**src/ciUnit_cfg.svh**
```systemverilog
`ifndef CIUNIT_CFG_SVH
`define CIUNIT_CFG_SVH

// custom instruction numbers as decoded from ciN
`define CI_EDGE_ID 8'd20
`define CI_GREY_ID 8'd21

// edge detection sub-commands, carried in the low byte of valueB
`define EDGE_SEL_LOAD    8'd1
`define EDGE_SEL_COMPUTE 8'd2

// grey level pixel width, shared by the window and the grey result
`define PIXEL_WIDTH 8

`endif

```
**src/ciPkg.sv**
```systemverilog
`default_nettype none

`include "ciUnit_cfg.svh"

package ciPkg;

    typedef logic [`PIXEL_WIDTH-1:0] pixelValue;

    // one instruction issue from the processor
    typedef struct packed {
        logic        start;
        logic [7:0]  ciN;
        logic [31:0] valueA;
        logic [31:0] valueB;
    } ciRequest;

    // one answer back to the processor
    typedef struct packed {
        logic        done;
        logic [31:0] result;
    } ciResponse;

    // valueB seen by a window load, only the select byte matters
    typedef struct packed {
        logic [23:0] unused;
        logic [7:0]  select;
    } edgeLoadWord;

    // valueB seen by a compute, carries the last pixel and the threshold
    typedef struct packed {
        logic [7:0] unused;
        pixelValue  threshold;
        pixelValue  pixel8;
        logic [7:0] select;
    } edgeComputeWord;

    typedef union packed {
        edgeLoadWord    loadWord;
        edgeComputeWord computeWord;
    } edgeOperandB;

    typedef struct packed {
        logic        flag;
        logic [19:0] zero;
        logic [10:0] magnitude;
    } edgeResult;

endpackage

`default_nettype wire

```
**src/sobelKernel.sv**
```systemverilog
`timescale 1ns/100ps
`default_nettype none

`include "ciUnit_cfg.svh"

module sobelKernel (
    input  wire [9*`PIXEL_WIDTH-1:0] window,
    input  wire [`PIXEL_WIDTH-1:0]   threshold,
    output ciPkg::edgeResult         edgeValue
);

    import ciPkg::*;

    // a 1-2-1 weighted sum of three pixels peaks at four times full scale
    localparam int sumWidth = `PIXEL_WIDTH + 2;

    pixelValue pixel [9];
    logic [sumWidth-1:0] leftSum;
    logic [sumWidth-1:0] rightSum;
    logic [sumWidth-1:0] topSum;
    logic [sumWidth-1:0] bottomSum;
    logic [sumWidth-1:0] gradX;
    logic [sumWidth-1:0] gradY;
    logic [sumWidth:0]   magnitude;

    // absolute difference without going through a signed value
    function automatic logic [sumWidth-1:0] absDiff(
        input logic [sumWidth-1:0] a,
        input logic [sumWidth-1:0] b
    );
        if (a >= b) begin
            return a - b;
        end
        return b - a;
    endfunction

    // pixel0 sits in the lowest byte, row-major order
    always_comb begin
        for (int i = 0; i < 9; i++) begin
            pixel[i] = window[i*`PIXEL_WIDTH +: `PIXEL_WIDTH];
        end
    end

    // column sums for the horizontal gradient
    assign leftSum = sumWidth'(pixel[0]) + (sumWidth'(pixel[3]) << 1)
                   + sumWidth'(pixel[6]);
    assign rightSum = sumWidth'(pixel[2]) + (sumWidth'(pixel[5]) << 1)
                    + sumWidth'(pixel[8]);

    // row sums for the vertical gradient
    assign topSum = sumWidth'(pixel[0]) + (sumWidth'(pixel[1]) << 1)
                  + sumWidth'(pixel[2]);
    assign bottomSum = sumWidth'(pixel[6]) + (sumWidth'(pixel[7]) << 1)
                     + sumWidth'(pixel[8]);

    assign gradX = absDiff(rightSum, leftSum);
    assign gradY = absDiff(bottomSum, topSum);

    // L1 norm, at most 2040
    assign magnitude = {1'b0, gradX} + {1'b0, gradY};

    always_comb begin
        edgeValue.flag      = magnitude > threshold;
        edgeValue.zero      = '0;
        edgeValue.magnitude = magnitude;
    end

endmodule

`default_nettype wire

```
**src/edgeDetection.sv**
```systemverilog
`timescale 1ns/100ps
`default_nettype none

`include "ciUnit_cfg.svh"

module edgeDetection (
    input  wire               clock,
    input  wire               reset,
    input  wire ciPkg::ciRequest request,
    output ciPkg::ciResponse  response
);

    import ciPkg::*;

    edgeOperandB operandB;
    logic isMine;
    logic doLoad;
    logic doCompute;
    logic computeDone;
    logic [9*`PIXEL_WIDTH-1:0] window;
    pixelValue threshold;
    edgeResult edgeValue;

    assign operandB = request.valueB;
    assign isMine   = request.start && (request.ciN == `CI_EDGE_ID);

    // the same valueB word is read as a load or as a compute
    assign doLoad    = isMine && (operandB.loadWord.select == `EDGE_SEL_LOAD);
    assign doCompute = isMine && (operandB.computeWord.select == `EDGE_SEL_COMPUTE);

    always_ff @(posedge clock) begin
        if (reset) begin
            window      <= '0;
            threshold   <= '0;
            computeDone <= 1'b0;
        end else begin
            computeDone <= doCompute;
            // valueA byte 0 lands in pixel0
            if (doLoad) begin
                window[4*`PIXEL_WIDTH-1:0] <= request.valueA;
            end
            // pixels 4 to 8 and the threshold arrive together
            if (doCompute) begin
                window[8*`PIXEL_WIDTH-1:4*`PIXEL_WIDTH] <= request.valueA;
                window[9*`PIXEL_WIDTH-1:8*`PIXEL_WIDTH] <= operandB.computeWord.pixel8;
                threshold <= operandB.computeWord.threshold;
            end
        end
    end

    // kernel sees the window one cycle after the compute strobe
    sobelKernel u_sobelKernel (
        .window   (window),
        .threshold(threshold),
        .edgeValue(edgeValue)
    );

    // load answers at once with a zero word and compute answers a cycle later
    always_comb begin
        response.done   = doLoad || computeDone;
        response.result = computeDone ? edgeValue : '0;
    end

    // the processor must wait for the compute answer before issuing again
    noStartWhilePending: assert property (
        @(posedge clock) disable iff (reset)
        computeDone |-> !isMine
    ) else $error("edge start issued while a compute answer is pending");

    loadComputeExclusive: assert property (
        @(posedge clock) disable iff (reset)
        !(doLoad && computeDone)
    ) else $error("edge load and compute answered in the same cycle");

endmodule

`default_nettype wire

```
**src/greyConvert.sv**
```systemverilog
`timescale 1ns/100ps
`default_nettype none

`include "ciUnit_cfg.svh"

module greyConvert (
    input  wire ciPkg::ciRequest request,
    output ciPkg::ciResponse    response
);

    logic isMine;
    logic [7:0] red;
    logic [7:0] green;
    logic [7:0] blue;
    logic [15:0] weighted;
    logic [`PIXEL_WIDTH-1:0] grey;

    assign isMine = request.start && (request.ciN == `CI_GREY_ID);

    // RGB565 in valueA[15:0], each channel widened to 8 bits
    assign red   = {request.valueA[15:11], 3'b000};
    assign green = {request.valueA[10:5], 2'b00};
    assign blue  = {request.valueA[4:0], 3'b000};

    // weights sum to 256, so the total fits 16 bits
    assign weighted = 16'd77 * red + 16'd150 * green + 16'd29 * blue;
    assign grey     = weighted[15:8];

    // answer in the start cycle, nothing else on the bus otherwise
    always_comb begin
        response.done = isMine;
        if (isMine) begin
            response.result = {{(32-`PIXEL_WIDTH){1'b0}}, grey};
        end else begin
            response.result = '0;
        end
    end

endmodule

`default_nettype wire

```
**src/ciUnit.sv**
```systemverilog
`timescale 1ns/100ps
`default_nettype none

module ciUnit (
    input  wire                  clock,
    input  wire                  reset,
    input  wire ciPkg::ciRequest request,
    output ciPkg::ciResponse     response
);

    import ciPkg::*;

    ciResponse edgeResponse;
    ciResponse greyResponse;

    // both instructions see the same issue and decode ciN themselves
    edgeDetection u_edgeDetection (
        .clock   (clock),
        .reset   (reset),
        .request (request),
        .response(edgeResponse)
    );

    greyConvert u_greyConvert (
        .request (request),
        .response(greyResponse)
    );

    // idle blocks drive zeros, so an OR is enough to merge
    always_comb begin
        response.done   = edgeResponse.done | greyResponse.done;
        response.result = edgeResponse.result | greyResponse.result;
    end

    // a grey issue can't land on the cycle of a pending edge compute answer
    singleResponder: assert property (
        @(posedge clock) disable iff (reset)
        !(edgeResponse.done && greyResponse.done)
    ) else $error("edge and grey instructions answered in the same cycle");

endmodule

`default_nettype wire

```
**config.mk**
```make
export PLATFORM = sky130hd
export DESIGN_NAME = ciUnit
export DESIGN_NICKNAME = d
export VERILOG_FILES = /design/src/ciPkg.sv /design/src/sobelKernel.sv /design/src/edgeDetection.sv /design/src/greyConvert.sv /design/src/ciUnit.sv
export VERILOG_INCLUDE_DIRS = /design/src
export SDC_FILE = /design/constraint.sdc
export NUM_CORES = 1
export LEC_CHECK = 0
export BUFFER_PORTS_ARGS = -buffer_cell sky130_fd_sc_hd__buf_2
export CAP_MARGIN = 20
export CORE_UTILIZATION = 55
export CTS_CLUSTER_SIZE = 40
export DETAILED_ROUTE_END_ITERATION = 8
export GPL_ROUTABILITY_DRIVEN = 0
export GPL_TIMING_DRIVEN = 0
export PLACE_DENSITY = 0.83
export SLEW_MARGIN = 5
export SYNTH_ARGS = -nofsm -noshare
export SYNTH_HDL_FRONTEND = slang
export SYNTH_SLANG_ARGS = --single-unit
```
**constraint.sdc**
```tcl
create_clock -name clock -period 6 [get_ports clock]
set_clock_uncertainty 0.05 [all_clocks]
set_input_delay 0.3 -clock clock [delete_from_list [all_inputs] [get_ports clock]]
set_output_delay 0.3 -clock clock [all_outputs]
set_load 0.03 [all_outputs]
```
==> results of run 1 <==
registers in the layout (all words and copies together), names as in the netlist:
| name | count |
|---|---|
| u_edgeDetection.window | 64 |
| u_edgeDetection.threshold | 8 |
| u_edgeDetection.computeDone | 1 |
final cells by class:
type                            count  area [um2]
Clock buffer                       10       239.0
Tap cell                          220       275.3
Sequential cell                    73        1474
Inverter                          120       452.9
Multi-Input combinational cell    897        7490
Buffer                             51       294.0
Fill cell                        1312        5535
Timing Repair Buffer              110       674.4
Clock inverter                      6       90.09
power by group through the flow:
stage / clock network [W] / logic (W) / registers [W]
CTS: 0.000598 / 0.00103 / 0.000484
floorplan: 0 / 0.000787 / 0.000495
finish: 0.000598 / 0.00103 / 0.000484
global route: 0.000618 / 0.00117 / 0.000484
detailed placement: 0 / 0.00103 / 0.000495
global placement: 0 / 0.000992 / 0.000495
stage by stage:
stage,hold WS [ns],setup TNS [ns],utilization [%],total power (W),cell area [um2]
CTS,0.1397,-1.310,65.09,0.002114,10760
global placement,0.3924,-0.7644,61.06,0.001487,10090
finish,0.1359,-2.674,66.50,0.002114,10990
global route,0.1535,-4.053,66.50,0.002268,10990
floorplan,0.3860,-0.1205,-,0.001282,9424
detailed placement,0.3981,-1.015,61.06,0.001522,10090
logic make-up after synthesis:
kind of cell | after synthesis | share of synthesized area [%]
simple gates | 304 | 14.37
compound gates | 247 | 16.97
fa+ha+maj | 229 | 35.47
buf+inv | 172 | 8.041
xor+xnor | 79 | 7.436
flops | 73 | 15.71
mux | 18 | 1.963
other cells | 1 | 0.04030
worst register-to-register path: stages, from the launching register on:
cell                      delay [ns]
sky130_fd_sc_hd__dfxtp_1        0.52
sky130_fd_sc_hd__nand2_1        0.09
sky130_fd_sc_hd__a21oi_1        0.17
what timing repair did:
action	4_1_cts	5_1_grt
setup buffers	19	14
pin swaps	30	38
resized for setup	51	39
endpoints found under the setup margin	8	10
worst max path at each step:
stage                    to  slack, ns  depth (start not counted)
3_5_place_dp   response[31]      -0.89                         31
6_report       response[31]      -1.07                         31
2_1_floorplan  response[31]      -0.12                         28
3_3_place_gp   response[31]      -0.76                         30
5_1_grt        response[31]      -1.30                         31
4_1_cts        response[31]      -0.85                         32
layer usage:
| metal | GRT usage, % | wire length, um | vias up |
|---|---|---|---|
| li1 | - | - | 4035 |
| met1 | 34.07 | 10060 | 3976 |
| met2 | 51.00 | 13020 | 291 |
| met3 | 3.306 | 1295 | 89 |
| met4 | 15.50 | 1342 | 0 |
| met5 | 0 | 0 | - |
synth_stat cells (4+ instances only):
cell                       count  area share (%)
sky130_fd_sc_hd__or2_2         4            0.27
sky130_fd_sc_hd__nor2_1       58             2.3
sky130_fd_sc_hd__o21ai_0      27             1.5
sky130_fd_sc_hd__xnor2_1      44             4.1
sky130_fd_sc_hd__nand2_1     168             6.8
sky130_fd_sc_hd__a21o_1       27             2.2
sky130_fd_sc_hd__clkbuf_1     13            0.52
sky130_fd_sc_hd__mux2i_1      16             1.7
sky130_fd_sc_hd__buf_4        22             1.8
sky130_fd_sc_hd__o41a_1        5            0.61
sky130_fd_sc_hd__a21oi_1     120             6.5
sky130_fd_sc_hd__nand4_1       6            0.40
sky130_fd_sc_hd__xor2_1       35             3.3
sky130_fd_sc_hd__nor3_1       17            0.91
sky130_fd_sc_hd__nand3_1       4            0.22
sky130_fd_sc_hd__o21a_1       14             1.1
sky130_fd_sc_hd__inv_1       120             4.8
sky130_fd_sc_hd__and2_1        6            0.40
sky130_fd_sc_hd__dfxtp_1      73              16
sky130_fd_sc_hd__o21bai_1      7            0.56
sky130_fd_sc_hd__fa_1         58              12
sky130_fd_sc_hd__nand2b_1      7            0.47
sky130_fd_sc_hd__buf_2        16            0.86
sky130_fd_sc_hd__ha_1        171              23
sky130_fd_sc_hd__a211oi_1      5            0.40
sky130_fd_sc_hd__nor2b_1      18             1.2
sky130_fd_sc_hd__a21boi_0      5            0.40
sky130_fd_sc_hd__a22o_1        8            0.75
==> flow_summary.rst, run 1 <==
.. list-table::
   :header-rows: 1

   * - Metric
     - Value
   * - Initial core utilization
     - between 50% and 60%
   * - Clk sinks
     - 73
   * - Clock-pin slew reported for the worst setup and hold paths after clock tree synthesis
     - approximately 0.060 ns
   * - Floorplan row count
     - 47
   * - Cell occurring most often along the worst timing path
     - sky130_fd_sc_hd__o21ai_1
   * - Kind of cell adding the most delay to the critical path
     - compound AO/OA/AOI/OAI gates
   * - Clk Latency, worst-skew pair
     - between 0.3 and 0.4 ns
   * - Sum of routed wire length over all layers
     - 25720 um
   * - Global-route wire length before repair
     - between 30000 and 40000 um
   * - Detailed placer's ending HPWL
     - roughly 20000 um
   * - Total grt overflow
     - 0
   * - Most common cell after layout, fill and taps aside
     - sky130_fd_sc_hd__nand2_1
   * - TritonCTS clock tree
     - done
   * - Switching part of the total power
     - a little under two fifths
   * - RSZ-0062 raised after global routing
     - true
   * - Maximum buffer depth of the clock tree
     - 2
   * - Fraction of power consumed by the clock network
     - between 20% and 30%
   * - Dominant synthesized flop cell
     - sky130_fd_sc_hd__dfxtp_1
   * - Max-cap check violation count
     - 0
   * - Slew @ Worst Pin
     - just under 0.7 ns
   * - Largest fanout on the critical path
     - 6
   * - Non-filler cells, final
     - 1487
   * - Terminating pin of the worst hold path
     - u_edgeDetection.threshold[1]
   * - Status
     - finished, violations left
   * - Standby leakage power
     - 5.410 nW
   * - Sequential Power Share
     - about 23%
   * - Hold Crit Class
     - input pin to register
   * - Mean instance size in the synthesized netlist
     - roughly 8.3 um2
   * - Beginning of the worst hold path
     - request[17]
   * - Setup crit start
     - u_edgeDetection.window[1]
   * - Pwr/cell area
     - roughly 190 nW/um2
   * - Maximum operating frequency
     - 141.5 MHz
   * - Number of enable flip-flop cells after synthesis
     - 0
   * - Proportion of power drawn by combinational gates
     - between 40% and 50%
   * - Number of endpoints with negative hold slack in the final report
     - 0
   * - Net switching power
     - 0.0008050 W
   * - Register-to-register setup slack
     - ~5.1 ns
   * - Die span in y
     - ~130 um
   * - Count of TritonRoute iterations in the first routing pass
     - 5
   * - Number of storage elements in the synthesis netlist
     - between 70 and 80
   * - Ports placed on the boundary
     - 108
   * - Total via count after detailed routing
     - 8391
   * - Routed WL per cell
     - ~17 um
   * - Largest net degree at the start of global routing
     - 14
   * - Max incr delay on CP
     - approximately 0.53 ns
   * - Placement-stage worst setup slack
     - -0.8922 ns
   * - Cell chosen for the clock root
     - sky130_fd_sc_hd__clkbuf_16
   * - Synthesized netlist cell count
     - 1123
   * - Reg2Reg Depth
     - 2
   * - RR Endpoint
     - u_edgeDetection.window[67]
   * - Endpoint class of the critical path
     - primary output
   * - WP data arrival
     - 6.72 ns
   * - Count of final max-slew check failures
     - 0
   * - Worst EP required
     - 5.65 ns
   * - H-Tree Depth
     - 3
   * - Endpoints failing setup
     - 7
   * - Die Wd
     - ~130 um
   * - Diodes inserted
     - 0
   * - Cell-internal power
     - 0.001309 W
   * - Yosys Warn Count
     - 0
   * - Max rail drop VDD
     - 276.0 uV
   * - Cell area after technology mapping
     - 9305 um2
   * - Failing checks
     - setup timing
   * - Tmin final
     - slightly above 7 ns
   * - Global-route usage over all layers
     - between 20% and 30%
   * - Ratio of cells with drive above 1 in the final layout
     - 20.05%
   * - FF-to-FF Start
     - u_edgeDetection.window[67]
   * - Synthesis-to-finish area growth
     - 18.10%
   * - Cts bufs inserted
     - 9
   * - DRC
     - 0
   * - Register area share after synthesis
     - approximately 16%
   * - Category of the critical setup timing path
     - register to primary output
   * - Final nets
     - around 1600
   * - Critical path startpoint category
     - register
   * - Master of the slowest instance on the critical path
     - sky130_fd_sc_hd__fa_1
   * - Initial antenna violation count
     - 0
   * - Post-DR vias/cell
     - approximately 5.6
   * - Number of DRC violations after detailed-routing iteration 0
     - approximately 500
   * - Post-CTS Hold Buffers
     - 0
   * - DRT antenna net count
     - 0
   * - Post-route clock period utilization
     - 117.8%
   * - PnR worst setup slack
     - -1.065 ns
   * - Top library cells by usage in the layout, fill and taps aside
     - sky130_fd_sc_hd__nand2_1 (168), sky130_fd_sc_hd__ha_1 (160), sky130_fd_sc_hd__inv_1 (113), sky130_fd_sc_hd__a21oi_1 (107), sky130_fd_sc_hd__buf_2 (87)
   * - Die area
     - about 17000 um2
   * - Core Box Area
     - roughly 17000 um2
   * - Number of global-route vias before repair
     - between 8000 and 9000
   * - Total buffers and inverters traversed by the critical path
     - 5
   * - Max-Slew Margin vs Limit
     - 55.16%
   * - Distinct cell type count after synthesis
     - 58
   * - Number of instances in the placed design
     - approximately 1400
   * - Hold-critical path depth
     - 3
   * - Synth async-reset ratio
     - 0%
   * - Port Buf Inserts
     - a little under 80
No activity file was read; power rests on OpenSTA's default activity.
==> run 2, diff against run 1 <==
--- a/config.mk
+++ b/config.mk
@@ -8,12 +8,14 @@
 export LEC_CHECK = 0
 export BUFFER_PORTS_ARGS = -buffer_cell sky130_fd_sc_hd__buf_2
 export CAP_MARGIN = 20
+export CORE_MARGIN = 2
 export CORE_UTILIZATION = 55
 export CTS_CLUSTER_SIZE = 40
 export DETAILED_ROUTE_END_ITERATION = 8
 export GPL_ROUTABILITY_DRIVEN = 0
 export GPL_TIMING_DRIVEN = 0
 export PLACE_DENSITY = 0.83
+export SKIP_LAST_GASP = 1
 export SLEW_MARGIN = 5
 export SYNTH_ARGS = -nofsm -noshare
 export SYNTH_HDL_FRONTEND = slang
==> run 2 against run 1 <==
Net effect: the run still ends with setup timing left; sequential share of layout area hardly changed; non-clock buffer count unchanged; routed wire length down 4.0%; power shrank 4.4%; clock power is 13% lower; sequential power is essentially flat; core utilization down 0.15 points; critical path depth increased by 1; sequential cell count unchanged; maximum frequency hardly changed.
==> flow_summary.rst, run 2 (synthesis gave the netlist of run 1 again) <==
.. list-table::
   :header-rows: 1

   * - Metric
     - Value
   * - Category of the critical setup timing path
     - register to primary output (unchanged)
   * - DRT antenna net count
     - 0 (unchanged)
   * - Clock-pin slew reported for the worst setup and hold paths after clock tree synthesis
     - 0.06 ns (about the same)
   * - Biggest register
     - u_edgeDetection.window (unchanged)
   * - DRC
     - 0 (unchanged)
   * - TritonCTS clock tree
     - done (unchanged)
   * - Cts bufs inserted
     - 9 (unchanged)
   * - Core Box Area
     - 16580 um2 (was 16520 um2)
   * - Final nets
     - 1566 (unchanged)
   * - Cell occurring most often along the worst timing path
     - sky130_fd_sc_hd__o21ai_1 (unchanged)
   * - Total via count after detailed routing
     - 8319 (was 8391)
   * - Slew @ Worst Pin
     - 0.6707 ns (was 0.6726 ns)
   * - Port Buf Inserts
     - 78 (unchanged)
   * - Global-route wire length before repair
     - 37430 um (was 39360 um)
   * - Largest net degree at the start of global routing
     - 15 (was 14)
   * - TNS Setup
     - -2.651 ns (was -2.674 ns)
   * - Fraction of power consumed by the clock network
     - 25.7% (was 28.3%)
   * - Maximum buffer depth of the clock tree
     - 2 (unchanged)
   * - Max rail drop VDD
     - 270.4 uV (was 276.0 uV)
   * - Net switching power
     - 0.0007931 W (was 0.0008050 W)
   * - Kind of cell adding the most delay to the critical path
     - compound AO/OA/AOI/OAI gates (unchanged)
   * - Non-filler cells, final
     - 1487 (unchanged)
   * - Number of flip-flops in the largest register
     - 64 (unchanged)
   * - Status
     - finished, violations left (unchanged)
   * - Placement-stage worst setup slack
     - -0.8344 ns (was -0.8922 ns)
   * - Tmin final
     - 7.071 ns (was 7.065 ns)
   * - Most common cell after layout, fill and taps aside
     - sky130_fd_sc_hd__nand2_1 (unchanged)
   * - RSZ-0062 raised after global routing
     - true (unchanged)
   * - Die span in y
     - 134.1 um (was 132.1 um)
   * - Count of filler cells inserted in the layout
     - 1343 (was 1312)
   * - Count of TritonRoute iterations in the first routing pass
     - 5 (unchanged)
   * - Worst EP required
     - 5.65 ns (about the same)
   * - Maximum operating frequency
     - 141.4 MHz (was 141.5 MHz)
   * - Initial core utilization
     - 56.11% (was 56.31%)
   * - Floorplan row count
     - 47 (unchanged)
   * - Post-DR vias/cell
     - 5.594 (was 5.643)
   * - H-Tree Depth
     - 3 (unchanged)
   * - Detailed placer's ending HPWL
     - 19380 um (was 19550 um)
   * - Diodes inserted
     - 0 (unchanged)
   * - Tightest hold margin
     - 0.1431 ns (was 0.1359 ns)
   * - Switching part of the total power
     - 39.23% (was 38.08%)
   * - Cell-internal power
     - 0.001229 W (was 0.001309 W)
   * - Max-cap check violation count
     - 0 (unchanged)
   * - PnR Total Power
     - 0.002022 W (was 0.002114 W)
   * - Routed WL per cell
     - 16.60 um (was 17.29 um)
   * - Number of global-route vias before repair
     - 7864 (was 8100)
   * - Proportion of power drawn by combinational gates
     - 50.3% (was 48.8%)
   * - Total grt overflow
     - 0 (unchanged)
   * - Sequential Power Share
     - 23.9% (was 22.9%)
   * - Count of final max-slew check failures
     - 0 (unchanged)
   * - Post-CTS Hold Buffers
     - 0 (unchanged)
   * - Sum of routed wire length over all layers
     - 24690 um (was 25720 um)
   * - Max-Slew Margin vs Limit
     - 55.29% (was 55.16%)
   * - Initial antenna violation count
     - 0 (unchanged)
   * - Ratio of cells with drive above 1 in the final layout
     - 19.73% (was 20.05%)
   * - Max incr delay on CP
     - 0.52 ns (was 0.53 ns)
   * - Ports placed on the boundary
     - 108 (unchanged)
   * - Hold Crit Class
     - input pin to register (unchanged)
   * - Global-route usage over all layers
     - 26.39% (was 28.80%)
   * - Pwr/cell area
     - 183.7 nW/um2 (was 192.4 nW/um2)
   * - Master of the slowest instance on the critical path
     - sky130_fd_sc_hd__fa_1 (unchanged)
   * - Endpoint class of the critical path
     - primary output (unchanged)
   * - WP data arrival
     - 6.72 ns (about the same)
   * - Cell chosen for the clock root
     - sky130_fd_sc_hd__clkbuf_16 (unchanged)
   * - PnR worst setup slack
     - -1.071 ns (was -1.065 ns)
   * - Total buffers and inverters traversed by the critical path
     - 6 (was 5)
   * - Clk Latency, worst-skew pair
     - 0.34 ns (was 0.35 ns)
   * - Synthesis-to-finish area growth
     - 18.25% (was 18.10%)
   * - Clk sinks
     - 73 (unchanged)
   * - Standby leakage power
     - 5.393 nW (was 5.410 nW)
   * - Largest fanout on the critical path
     - 5 (was 6)
   * - Post-route clock period utilization
     - 117.9% (was 117.8%)
   * - Endpoints failing setup
     - 7 (unchanged)
   * - Failing checks
     - setup timing (unchanged)
   * - Die area
     - 17970 um2 (was 17440 um2)
   * - Footprint of the flip-flops and latches
     - 1471 um2 (was 1474 um2)
   * - Critical path startpoint category
     - register (unchanged)
   * - Number of instances in the placed design
     - 1440 (unchanged)
   * - Multi-input combinational cell area
     - 7536 um2 (was 7490 um2)
   * - Registers with the most flip-flops
     - u_edgeDetection.window (64), u_edgeDetection.threshold (8), u_edgeDetection.computeDone (1) (unchanged)
   * - Top library cells by usage in the layout, fill and taps aside
     - sky130_fd_sc_hd__nand2_1 (168), sky130_fd_sc_hd__ha_1 (160), sky130_fd_sc_hd__inv_1 (114), sky130_fd_sc_hd__a21oi_1 (108), sky130_fd_sc_hd__buf_2 (88) (was sky130_fd_sc_hd__nand2_1 (168), sky130_fd_sc_hd__ha_1 (160), sky130_fd_sc_hd__inv_1 (113), sky130_fd_sc_hd__a21oi_1 (107), sky130_fd_sc_hd__buf_2 (87))
   * - Die Wd
     - 134.1 um (was 132.1 um)
   * - Number of DRC violations after detailed-routing iteration 0
     - 460 (was 507)
   * - Number of endpoints with negative hold slack in the final report
     - 0 (unchanged)
[run 2: repair_timing]
item	in CTS	in global routing
setup endpoints to repair	7	10
hold endpoints to repair	0	0
resized for setup	43	49
setup buffers	16	18
pin swaps	24	32
[run 2: path summary, 6_finish.rpt]
kind / startpoint / end / slack (ns) / cells past startpoint
worst max-delay path: u_edgeDetection.window[1] / response[31] / -1.07 / 32
worst min-delay path: request[49] / u_edgeDetection.window[49] / 0.14 / 3
worst max register to register: u_edgeDetection.window[67] / u_edgeDetection.window[67] / 5.11 / 2
worst min register to register: u_edgeDetection.window[65] / u_edgeDetection.window[65] / 0.40 / 2
[run 2: layer usage]
metal | wire (um) | part of all wire (%) | track usage [%]
met5 | 0 | 0 | 0
met4 | 1098 | 4.4 | 10.88
met3 | 1369 | 5.5 | 2.948
met2 | 12330 | 50 | 46.95
met1 | 9886 | 40 | 32.53
[run 2: through the flow]
| step | utilization (%) | instance area [um2] |
|---|---|---|
| after floorplan | - | 9424 |
| after global placement | 60.84 | 10090 |
| after detailed placement | 60.84 | 10090 |
| after CTS | 64.29 | 10660 |
| after global routing | 66.35 | 11000 |
| final | 66.35 | 11000 |
[run 2: cell type report]
class / count / area share (%)
inverters: 120 / 4.116
clock buffers: 10 / 2.172
plain buffers: 51 / 2.672
well taps: 220 / 2.502
flip-flops and latches: 73 / 13.37
clock inverters: 6 / 0.4662
multi-input cells: 897 / 68.49
repair buffers: 110 / 6.209
[run 2: worst register-to-register path: stages (launching register included)]
cell and delay (ns):
sky130_fd_sc_hd__dfxtp_1 0.49, sky130_fd_sc_hd__nand2_1 0.12, sky130_fd_sc_hd__a21oi_1 0.16
[run 2: power by group through the flow]
| stage | registers (W) | clock network [W] | logic, W |
|---|---|---|---|
| CTS | 0.000484 | 0.000523 | 0.00102 |
| detailed placement | 0.000495 | 0 | 0.00101 |
| finish | 0.000484 | 0.000520 | 0.00102 |
| global route | 0.000484 | 0.000543 | 0.00115 |
| global placement | 0.000495 | 0 | 0.000989 |
| floorplan | 0.000495 | 0 | 0.000787 |
